File: config.mk
export PLATFORM = sky130hd
export DESIGN_NAME = robTop
export DESIGN_NICKNAME = d
export VERILOG_FILES = /design/src/common/robPkg.sv /design/src/common/robIf.sv /design/src/rob/robDataRam.sv /design/src/rob/reorderBuffer.sv /design/src/hw/robTop.sv
export SDC_FILE = /design/constraint.sdc
export NUM_CORES = 1
export LEC_CHECK = 0
export BUFFER_PORTS_ARGS = -buffer_cell sky130_fd_sc_hd__buf_2
export CAP_MARGIN = 20
export CORE_MARGIN = 4
export CORE_UTILIZATION = 56
export CTS_BUF_LIST = sky130_fd_sc_hd__clkbuf_16
export CTS_CLUSTER_DIAMETER = 150
export DETAILED_ROUTE_END_ITERATION = 10
export GPL_TIMING_DRIVEN = 0
export PLACE_DENSITY = 0.79
export SYNTH_ARGS = -nofsm -noshare
export SYNTH_HDL_FRONTEND = slang
export SYNTH_SLANG_ARGS = --single-unit
File: constraint.sdc
create_clock -name clk -period 4.1 [get_ports clk]
set_input_delay 0.41 -clock clk [delete_from_list [all_inputs] [get_ports clk]]
set_output_delay 0.41 -clock clk [all_outputs]
set_load 0.005 [all_outputs]
File: src/common/robPkg.sv
package robPkg;

    // slot index bits; every tag carries one more bit for the wrap direction.
    localparam int robIdxWidth = 4;

    // tag wide, so a full buffer of sixteen free slots still fits the free count.
    localparam logic [robIdxWidth:0] robSize = 16;

    localparam int dispatchWidth = 2; // lanes accepted per cycle.
    localparam int commitWidth = 2; // lanes retired or walked per cycle.
    localparam int wbPorts = 2;

    localparam int archRegWidth = 5;
    localparam int physRegWidth = 6;

    // payload layout is {we, vrd, prd}.
    localparam int entryWidth = 1 + archRegWidth + physRegWidth;

endpackage

File: src/common/robIf.sv
`timescale 1ns/10ps

interface dispatchIf
    import robPkg::*;
();

    logic [dispatchWidth-1:0] en; // lanes fill from lane 0 upward.
    logic [dispatchWidth-1:0] we;
    logic [dispatchWidth-1:0][archRegWidth-1:0] vrd;
    logic [dispatchWidth-1:0][physRegWidth-1:0] prd;
    logic ready;
    logic [robIdxWidth:0] robTag; // tail tag, lane i lands at robTag + i.

    modport driver (
        output en, we, vrd, prd,
        input ready, robTag
    );

    modport sink (
        input en, we, vrd, prd,
        output ready, robTag
    );

endinterface

interface retireIf
    import robPkg::*;
();

    logic [commitWidth-1:0] commitEn;
    logic [commitWidth-1:0] commitWe;
    logic [commitWidth-1:0][archRegWidth-1:0] commitVrd;
    logic [commitWidth-1:0][physRegWidth-1:0] commitPrd;

    logic walking; // rename holds off while the buffer rolls back.
    logic [commitWidth-1:0] walkEn; // lane 0 is always the newest dropped slot.
    logic [commitWidth-1:0] walkWe;
    logic [commitWidth-1:0][archRegWidth-1:0] walkVrd;
    logic [commitWidth-1:0][physRegWidth-1:0] walkPrd;

    modport source (
        output commitEn, commitWe, commitVrd, commitPrd,
        output walking, walkEn, walkWe, walkVrd, walkPrd
    );

    modport sink (
        input commitEn, commitWe, commitVrd, commitPrd,
        input walking, walkEn, walkWe, walkVrd, walkPrd
    );

endinterface

File: src/rob/robDataRam.sv
`timescale 1ns/10ps

module robDataRam
    import robPkg::*;
(
    input  logic clk,
    input  logic [dispatchWidth-1:0] we,
    input  logic [dispatchWidth-1:0][robIdxWidth-1:0] waddr,
    input  logic [dispatchWidth-1:0][entryWidth-1:0] wdata,
    input  logic [commitWidth-1:0][robIdxWidth-1:0] raddr,
    output logic [commitWidth-1:0][entryWidth-1:0] rdata
);

    logic [entryWidth-1:0] mem [robSize];

    always_ff @(posedge clk) begin
        for (int i = 0; i < dispatchWidth; i++) begin
            if (we[i]) begin
                mem[waddr[i]] <= wdata[i];
            end
        end
    end

    // reads are combinational so the buffer can register the result itself.
    always_comb begin
        for (int i = 0; i < commitWidth; i++) begin
            rdata[i] = mem[raddr[i]];
        end
    end

    // dispatch lanes map to consecutive slots, so a collision means the tail logic broke.
    assert property (@(posedge clk) we[0] && we[1] |-> waddr[0] != waddr[1])
        else $error("both write ports hit slot %0d in one cycle.", waddr[0]);

endmodule

File: src/rob/reorderBuffer.sv
`timescale 1ns/10ps

module reorderBuffer
    import robPkg::*;
(
    input  logic clk,
    input  logic rstN,
    dispatchIf.sink dispatch,
    input  logic [wbPorts-1:0] wbEn,
    input  logic [wbPorts-1:0][robIdxWidth-1:0] wbIdx,
    input  logic redirectEn,
    input  logic [robIdxWidth:0] redirectTag,
    retireIf.source retire
);

    logic inWalk; // the FSM state, high while dropped slots remain.
    logic [robIdxWidth:0] head;
    logic [robIdxWidth:0] tail;
    logic [robIdxWidth:0] freeCount;
    logic [robIdxWidth:0] occupied;
    logic [robIdxWidth:0] walkRemain;
    logic [robSize-1:0] wbDone;

    logic [dispatchWidth-1:0] ramWe;
    logic [dispatchWidth-1:0][robIdxWidth-1:0] ramWaddr;
    logic [dispatchWidth-1:0][entryWidth-1:0] ramWdata;
    logic [commitWidth-1:0][robIdxWidth-1:0] ramRaddr;
    logic [commitWidth-1:0][entryWidth-1:0] ramRdata;

    logic pipeIdle;
    logic [$clog2(dispatchWidth):0] dispNum;
    logic [$clog2(dispatchWidth):0] dispAccept;
    logic [commitWidth-1:0] headDone;
    logic [commitWidth-1:0] commitMask;
    logic [commitWidth-1:0] walkMask;
    logic [$clog2(commitWidth):0] commitNum;
    logic [$clog2(commitWidth):0] walkNum;

    logic [commitWidth-1:0] laneWe;
    logic [commitWidth-1:0][archRegWidth-1:0] laneVrd;
    logic [commitWidth-1:0][physRegWidth-1:0] lanePrd;

    logic [wbPorts-1:0][robIdxWidth-1:0] wbOffset;
    logic [wbPorts-1:0] wbLive;

    robDataRam dataRam (
        .clk   (clk),
        .we    (ramWe),
        .waddr (ramWaddr),
        .wdata (ramWdata),
        .raddr (ramRaddr),
        .rdata (ramRdata)
    );

    assign occupied = robSize - freeCount;

    // nothing enters or leaves while a redirect is pending or the walk is still visible.
    assign pipeIdle = !inWalk && !retire.walking && !redirectEn;

    always_comb begin
        dispNum = '0;
        for (int i = 0; i < dispatchWidth; i++) begin
            dispNum = dispNum + dispatch.en[i];
        end
    end

    assign dispatch.ready = pipeIdle && (freeCount >= dispNum);
    assign dispatch.robTag = tail;
    assign dispAccept = dispatch.ready ? dispNum : '0;

    always_comb begin
        for (int i = 0; i < dispatchWidth; i++) begin
            ramWe[i] = dispatch.en[i] && dispatch.ready;
            ramWaddr[i] = tail[robIdxWidth-1:0] + robIdxWidth'(i);
            ramWdata[i] = {dispatch.we[i], dispatch.vrd[i], dispatch.prd[i]};
        end
    end

    // idle reads the head pair, the walk reads back from just below the tail.
    always_comb begin
        for (int i = 0; i < commitWidth; i++) begin
            if (inWalk) begin
                ramRaddr[i] = tail[robIdxWidth-1:0] - robIdxWidth'(i + 1);
            end else begin
                ramRaddr[i] = head[robIdxWidth-1:0] + robIdxWidth'(i);
            end
        end
    end

    always_comb begin
        for (int i = 0; i < commitWidth; i++) begin
            headDone[i] = wbDone[ramRaddr[i]] && (occupied > i);
            walkMask[i] = inWalk && (walkRemain > i);
        end
        commitMask[0] = headDone[0] && pipeIdle;
        for (int i = 1; i < commitWidth; i++) begin
            commitMask[i] = headDone[i] && commitMask[i-1]; // stop at the first pending slot.
        end
    end

    always_comb begin
        commitNum = '0;
        walkNum = '0;
        for (int i = 0; i < commitWidth; i++) begin
            commitNum = commitNum + commitMask[i];
            walkNum = walkNum + walkMask[i];
        end
    end

    always_ff @(posedge clk) begin
        if (!rstN) begin
            inWalk <= 1'b0;
            head <= '0;
            tail <= '0;
            freeCount <= robSize;
            walkRemain <= '0;
            wbDone <= '0;
            retire.commitEn <= '0;
            retire.walkEn <= '0;
            retire.walking <= 1'b0;
        end else begin
            retire.commitEn <= commitMask;
            retire.walkEn <= walkMask;
            retire.walking <= inWalk; // one cycle behind the state, so an empty walk still shows.
            for (int i = 0; i < commitWidth; i++) begin
                if (commitMask[i] || walkMask[i]) begin
                    wbDone[ramRaddr[i]] <= 1'b0;
                end
            end
            for (int p = 0; p < wbPorts; p++) begin
                if (wbEn[p]) begin
                    wbDone[wbIdx[p]] <= 1'b1;
                end
            end
            if (inWalk) begin
                tail <= tail - walkNum;
                freeCount <= freeCount + walkNum;
                walkRemain <= walkRemain - walkNum;
                if (walkRemain <= commitWidth) begin
                    inWalk <= 1'b0;
                end
            end else if (redirectEn) begin
                inWalk <= 1'b1;
                walkRemain <= tail - redirectTag - 1'b1; // slots younger than the redirect.
            end else begin
                head <= head + commitNum;
                tail <= tail + dispAccept;
                freeCount <= freeCount + commitNum - dispAccept;
            end
        end
    end

    // commit and walk lanes share one set of payload registers.
    always_ff @(posedge clk) begin
        for (int i = 0; i < commitWidth; i++) begin
            laneWe[i] <= ramRdata[i][entryWidth-1];
            laneVrd[i] <= ramRdata[i][physRegWidth +: archRegWidth];
            lanePrd[i] <= ramRdata[i][physRegWidth-1:0];
        end
    end

    assign retire.commitWe = laneWe;
    assign retire.commitVrd = laneVrd;
    assign retire.commitPrd = lanePrd;
    assign retire.walkWe = laneWe;
    assign retire.walkVrd = laneVrd;
    assign retire.walkPrd = lanePrd;

    always_comb begin
        for (int p = 0; p < wbPorts; p++) begin
            wbOffset[p] = wbIdx[p] - head[robIdxWidth-1:0];
            wbLive[p] = {1'b0, wbOffset[p]} < occupied;
        end
    end

    assert property (@(posedge clk) disable iff (!rstN) freeCount <= robSize)
        else $error("free count %0d exceeds the buffer size.", freeCount);

    for (genvar p = 0; p < wbPorts; p++) begin : gWbCheck
        // an execution unit must only finish an instruction that is still in flight.
        assert property (@(posedge clk) disable iff (!rstN) wbEn[p] |-> wbLive[p])
            else $error("writeback port %0d names free slot %0d.", p, wbIdx[p]);
    end

endmodule

File: src/hw/robTop.sv
`timescale 1ns/10ps

module robTop
    import robPkg::*;
(
    input  logic clk,
    input  logic rstN,

    input  logic [dispatchWidth-1:0] dispatchEn,
    input  logic [dispatchWidth-1:0] dispatchWe,
    input  logic [dispatchWidth-1:0][archRegWidth-1:0] dispatchVrd,
    input  logic [dispatchWidth-1:0][physRegWidth-1:0] dispatchPrd,
    output logic dispatchReady,
    output logic [robIdxWidth:0] dispatchTag,

    input  logic [wbPorts-1:0] wbEn,
    input  logic [wbPorts-1:0][robIdxWidth-1:0] wbIdx,

    input  logic redirectEn,
    input  logic [robIdxWidth:0] redirectTag,

    output logic [commitWidth-1:0] commitEn,
    output logic [commitWidth-1:0] commitWe,
    output logic [commitWidth-1:0][archRegWidth-1:0] commitVrd,
    output logic [commitWidth-1:0][physRegWidth-1:0] commitPrd,

    output logic walking,
    output logic [commitWidth-1:0] walkEn,
    output logic [commitWidth-1:0] walkWe,
    output logic [commitWidth-1:0][archRegWidth-1:0] walkVrd,
    output logic [commitWidth-1:0][physRegWidth-1:0] walkPrd
);

    dispatchIf dispatchBus ();
    retireIf retireBus ();

    assign dispatchBus.en = dispatchEn;
    assign dispatchBus.we = dispatchWe;
    assign dispatchBus.vrd = dispatchVrd;
    assign dispatchBus.prd = dispatchPrd;
    assign dispatchReady = dispatchBus.ready;
    assign dispatchTag = dispatchBus.robTag;

    assign commitEn = retireBus.commitEn;
    assign commitWe = retireBus.commitWe;
    assign commitVrd = retireBus.commitVrd;
    assign commitPrd = retireBus.commitPrd;
    assign walking = retireBus.walking;
    assign walkEn = retireBus.walkEn;
    assign walkWe = retireBus.walkWe;
    assign walkVrd = retireBus.walkVrd;
    assign walkPrd = retireBus.walkPrd;

    reorderBuffer rob (
        .clk         (clk),
        .rstN        (rstN),
        .dispatch    (dispatchBus),
        .wbEn        (wbEn),
        .wbIdx       (wbIdx),
        .redirectEn  (redirectEn),
        .redirectTag (redirectTag),
        .retire      (retireBus)
    );

endmodule

-- After elaboration in Yosys (flattened, before gate mapping)
Memory sizes are Yosys's and may differ from the RTL's. A register that Yosys moved wholly into a read port is not among the register bits.
Cells that the tools add are included.
W data, S select, Z words.
- bits in writable memories: 192
- bits of input ports: 44
- word-level logic and storage cells: 107
- memories kept: 1
- output and inout bits: 59
- bits in registers: 42
- memory list (memory ; depth ; bits a word ; rd ports ; clocked after memory_dff ; wr ports ; line ; text):
    rob.dataRam.mem ; 16 ; 12 ; 2 ; 2 ; 2 ; robDataRam.sv:14 ; logic [entryWidth-1:0] mem [robSize];
- $add $sub $neg: 17
- equal/unequal tests: 1
- mux-type cells: 35
- magnitude comparators: 14
- reductions and logical operators: 22
- bitwise logic cells: 8
- operators with widths (operator ; number):
    $mux W16 ; 7
    $and A16 B16 Y16 ; 2
    $not A16 Y16 ; 2
    $or A16 B16 Y16 ; 2
    $mux W5 ; 6
    $add A5 B2 Y5 ; 4
    $gt A5 B1 Y1 const B ; 4
    $lt A4 B5 Y1 const B ; 4
    $demux W1 S4 ; 4
    $ge A4 B1 Y1 const B ; 4
    $logic_and A1 B1 Y1 ; 15
    $sub A5 B2 Y5 ; 3
    $mux W1 ; 13
    $add A4 B1 Y4 const B ; 2
    $bmux W1 S4 ; 2
    $mux W4 ; 2
    $add A1 B1 Y2 ; 3
    $ge A5 B2 Y1 ; 1
    $le A5 B2 Y1 const B ; 1
    $sub A5 B1 Y5 const B ; 1
    $sub A5 B5 Y5 ; 1
    $sub A5 B5 Y5 const A ; 1
    $sub A4 B1 Y4 const B ; 1
    $sub A4 B2 Y4 const B ; 1
    7 further kinds ; 11

-- Logic depth before layout (Yosys ltp)
- depth in word-level cells: 18
- gate-level depth with buffers: 21
- mapped depth without buffers: 20

-- By module
Synthesis repeated with hierarchy kept, for this count alone.
- cell total of the unflattened synthesis: 1197
- area total of the unflattened synthesis: 15687.5 um^2
- modules (own cells, without submodules) (module ; cells each ; instances ; area an instance (um^2) ; sequential area each (um^2)):
    robDataRam ; 678 ; 1 ; 11278.3 ; 5765.5
    reorderBuffer ; 519 ; 1 ; 4409.2 ; 1301.2

-- Worst setup path after synthesis
No wires, ideal clock.
- path type: register to register
- start point: register rob.tail[1], in the netlist rob.dispatch.robTag[1]
- end point: register rob.freeCount[4]
- path buffers: 2
- period minus slack after synthesis: 4.187 ns
- library setup time: 0.129 ns
- data required time: 3.971 ns
- slack: -0.087 ns
- stages on the path, launching flop included: 21
- arrival time: 4.058 ns
- cells stage by stage: dfxtp_1 inv_1 ha_1 a21boi_2 mux2i_1 or2_1 buf_2 nor3_1 o211ai_1 nor3_2 buf_4 fa_1 inv_1 fa_1 inv_1 a21oi_1 nor2_1 nor2_1 xor2_1 o221ai_1 nand2_1
- longest elaborated chain between the ends: 12
- elaborated cells on any way between the ends: 17
- classes of those cells: add/sub: 5; mux: 8; reduce/logical: 4
- RTL lines (element ; line ; text):
    start: declaration ; reorderBuffer.sv:18 ; logic [robIdxWidth:0] tail;
    start signal: assignment ; reorderBuffer.sv:136 ; tail <= tail - walkNum;
    start signal: assignment ; reorderBuffer.sv:147 ; tail <= tail + dispAccept;
    $sub A4 B1 Y4 ; reorderBuffer.sv:83 ; ramRaddr[i] = tail[robIdxWidth-1:0] - robIdxWidth'(i + 1);
    $mux W4 ; reorderBuffer.sv:82 ; if (inWalk) begin
    $bmux W1 S4 ; reorderBuffer.sv:92 ; headDone[i] = wbDone[ramRaddr[i]] && (occupied > i);
    $mux W1 (not written as such) ; reorderBuffer.sv:92 ;
    $logic_and A1 B1 Y1 ; reorderBuffer.sv:92 ;
    $logic_and A1 B1 Y1 ; reorderBuffer.sv:95 ; commitMask[0] = headDone[0] && pipeIdle;
    $logic_and A1 B1 Y1 ; reorderBuffer.sv:97 ; commitMask[i] = headDone[i] && commitMask[i-1];
    $add A1 B1 Y2 * ; reorderBuffer.sv:105 ; commitNum = commitNum + commitMask[i];
    $add A5 B2 Y5 * ; reorderBuffer.sv:148 ; freeCount <= freeCount + commitNum - dispAccept;
    $sub A5 B2 Y5 * ; reorderBuffer.sv:148 ;
    $mux W5 * ; reorderBuffer.sv:142 ; end else if (redirectEn) begin
    $mux W5 * ; reorderBuffer.sv:135 ; if (inWalk) begin
    end signal: assignment ; reorderBuffer.sv:115 ; freeCount <= robSize;
    end signal: assignment ; reorderBuffer.sv:137 ; freeCount <= freeCount + walkNum;
    end signal: assignment ; reorderBuffer.sv:148 ;
    end: declaration ; reorderBuffer.sv:19 ; logic [robIdxWidth:0] freeCount;
Mark *: on every way between the ends. The rest lies on a longest branch, timed or not. The select of a mux whose other input is x is not followed.
A chain may end at the register's enable or synchronous reset.

-- Worst setup path after layout
- start point: register rob.tail[1], in the netlist rob.dispatch.robTag[1]
- end point: register rob.freeCount[3]
The elaborated chain is that of the path after synthesis.

==> reports/qor.csv <==
stage,metric,value,unit
routing,ant_nets,0,
timing,slew_headroom,35.44,%
logic_synthesis,syn_area,16170,sq um
global_route,grt_pass1_wl,69.39,mm
global_route,first_global_vias,11890,
place,hpwlAfterDp,34.20,mm
power_and_ir_drop,p_leak,0.006708,uW
logic_synthesis,synth-edff-count,192,
timing,period_needed,3.935,ns
die,io_pins,103,
global_route,antenna_found_initial,1,
routing,vias_per_cell,6.640,
timing,timing.final.max_slew_violations,0,
setup_path,slowest_stage,mux4_2,
die,rows,61,
global_route,grt-ovfl-total,0,
setup_path,crit_path_max_fanout,6,
logic_synthesis,synth_compound_area_share,8.102,%
logic_synthesis,synth-xor-area-share,0.9751,%
timing,tightest_slew,0.9683,ns
logic_synthesis,yosysUniqueCellTypes,78,
logic_synthesis,async_flop_share,0,%
logic_synthesis,synth_cells,1267,
routing,vias,12110,
setup_path,crit_buf_inv,3,
clock_network,cts_tree,yes,
power_and_ir_drop,vdd_ir_drop_max,0.3560,mV
worst_hold_path,hold_end,rob.dataRam.mem[11][8],
die,die-area,31650,sq um
timing,fin_crit_sh,95.97,%
worst_hold_path,hp-class,in -> reg,
logic_synthesis,ys_seq_area_share,43.71,%
setup_path,rrSetupSlack,0.17,ns
place,gp_congestion,0.9290,
timing,whs,0.2372,ns
worst_hold_path,min-delay-start,dispatchVrd[2],
final_layout,nets,1517,
setup_path,cp_data_arrival_time,4.41,ns
logic_synthesis,synth_nets,1360,
setup_path,worstPathRequired,4.58,ns
logic_synthesis,synth.avg_cell_area,12.76,sq um
final_layout,antennaDiodeCount,0,
routing,drtPass1Iterations,6,
clock_network,cts_hold_buf,0,
final_layout,area_growth,13.73,%
logic_synthesis,synthMuxAreaShare,28.90,%
timing,hold_viol_final,0,
logic_synthesis,yosys_warnings,0,
timing,finalClockSkew,0.02530,ns
die,fp.coreArea,28160,sq um
die,dieHeight,177.9,microns
timing,fmax,254.1,MHz
clock_network,htree_num_levels,1,
die,start_util,57.41,%
routing,drt_iter0_drc,1453,
place,portBuffers,102,
clock_network,clock-sinks,257,
final_layout,layout-drive-gt1-share,27.32,%
clock_network,clock_latency,0.57,ns
setup_path,rr_startpoint,rob.dispatch.robTag[1],
timing,rsz0062_at_grt,yes,
worst_hold_path,holdPathStages,2,
setup_path,path_delay_family,adder cells,
setup_path,crit_type,reg -> reg,
setup_path,endpoint_kind,flip-flop,
setup_path,r2r_end,rob.freeCount[3],
power_and_ir_drop,p_per_area,542.6,nW/um^2
routing,drc_errors,0,
final_layout,layout_common_cells,"192 x mux2_1, 192 x edfxtp_1, 116 x buf_2, 100 x mux4_2, 93 x nand2_1",
logic_synthesis,synthAdderAreaFrac,4.117,%
global_route,grt_max_degree,16,
logic_synthesis,synth-simple-area-share,8.938,%
die,die_width,177.9,microns
logic_synthesis,ys_ff_latch,257,
job,drv_cap,0,
timing,setup_viol,0,
setup_path,crit_path_start_kind,flip-flop,
final_layout,fillerInstances,2044,
status,status,finished clean,
routing,wl_per_cell,24.97,microns
setup_path,path_cells,"clkinvlp_4, buf_4, ha_1, a21oi_4, mux4_2, mux2_4, nor3_4, buf_6, fa_1, ha_1, a21o_1, a21oi_1, xor2_1, a21oi_1, nor2_1",
setup_path,crit_path_max_incr_delay,0.54,ns
clock_network,clkTransAtPathRegs,0.06,ns
clock_network,cts_root_buf,clkbuf_16,
setup_path,r2r_cells,15,
logic_synthesis,ys_dominant_reg_cell,edfxtp_1,
power_and_ir_drop,finalPower,9978,uW
logic_synthesis,synth_top_family_by_area,multiplexers,
routing,drt-total-wl,45.54,mm
global_route,grt_use_total,28.47,%
clock_network,cts.path.max_buffers,3,
clock_network,cts_inserted_buffers,28,
## metrics by stage
stage / instances / TNS (ns) / setup WS (ns) / area (sq um) / utilization [%]
floorplan: 1267 / 0 / 0.04907 / 16180 / -
global placement: 1747 / -1.820 / -0.5755 / 17160 / 60.94
detailed placement: 1747 / -2.237 / -0.6417 / 17160 / 60.94
CTS: 1815 / 0 / 0.02277 / 18270 / 64.86
global route: 1824 / -0.05139 / -0.03643 / 18390 / 65.29
finish: 1824 / 0 / 0.1650 / 18390 / 65.29
## layer usage
metal	GRT usage [%]	share of wire (%)	up-vias
met5	0	0	-
met4	7.831	3.0	0
met3	6.072	11	121
met2	47.81	48	811
met1	37.74	38	5968
li1	-	-	5211
## worst max-delay path by stage
stage                                 startpoint               end  slack (ns)  cells after the start
after CTS                 rob.dispatch.robTag[2]  rob.freeCount[4]        0.02                     21
final                     rob.dispatch.robTag[1]  rob.freeCount[3]        0.17                     15
after detailed placement  rob.dispatch.robTag[2]  rob.freeCount[4]       -0.64                     21
after floorplan           rob.dispatch.robTag[2]  rob.freeCount[4]        0.05                     21
after global placement    rob.dispatch.robTag[2]  rob.freeCount[4]       -0.58                     20
after global routing      rob.dispatch.robTag[1]  rob.freeCount[4]       -0.04                     20
## cell usage after synthesis, types with 23 or more instances
library cell  instances  area share (%)
clkbuf_1             51             1.2
nand2_1              93             2.2
mux4_2              100              14
nor2_1               43             1.0
a21oi_1              42             1.3
nor3_1               23            0.71
inv_1                36            0.84
dfxtp_1              65             8.0
ha_1                 42             3.3
mux2_1              192              13
a21o_1               24             1.1
buf_4                37             1.7
edfxtp_1            192              36
## final cells by class
class / count / area, sq um / share of cell area (%)
buffer: 123 / 715.7 / 3.892
clock buffer: 31 / 775.7 / 4.219
clock inverter: 21 / 141.4 / 0.7689
inverter: 39 / 151.4 / 0.8234
multi-input combinational: 847 / 8343 / 45.37
sequential: 257 / 7082 / 38.51
tap: 378 / 473.0 / 2.572
timing repair buffer: 128 / 705.7 / 3.838
## what timing repair did
action,in CTS,in global routing
endpoints found under the setup margin,5,5
pin swaps,4,9
resized for setup,19,16
setup buffers,17,9
## state kept, by name, summed over array words and instances, names as in the netlist, 2 cells and up
signal / cells
rob.retire.commitPrd: 12
rob.retire.commitEn: 2
rob.retire.commitWe: 2
rob.freeCount: 5
rob.dispatch.robTag: 5
rob.retire.commitVrd: 10
rob.dataRam.mem: 192
rob.retire.walkEn: 2
rob.head: 4
rob.wbDone: 16
rob.walkRemain: 5
## cell families after synthesis
group	after synthesis
muxes	317
DFF	257
buffers and inverters	163
AOI/OAI and AO/OA	193
and+or+nand+nor	270
xor gates and xnor gates	18
adders and majority gates	49
## where the power goes
part | switching (uW) | total (uW) | internal [uW]
Sequential | 181 | 3290 | 3110
Clock | 1090 | 2510 | 1420
Combinational | 2350 | 4170 | 1830
Total | 3610 | 9980 | 6360
(Power assumes the default switching activity.)
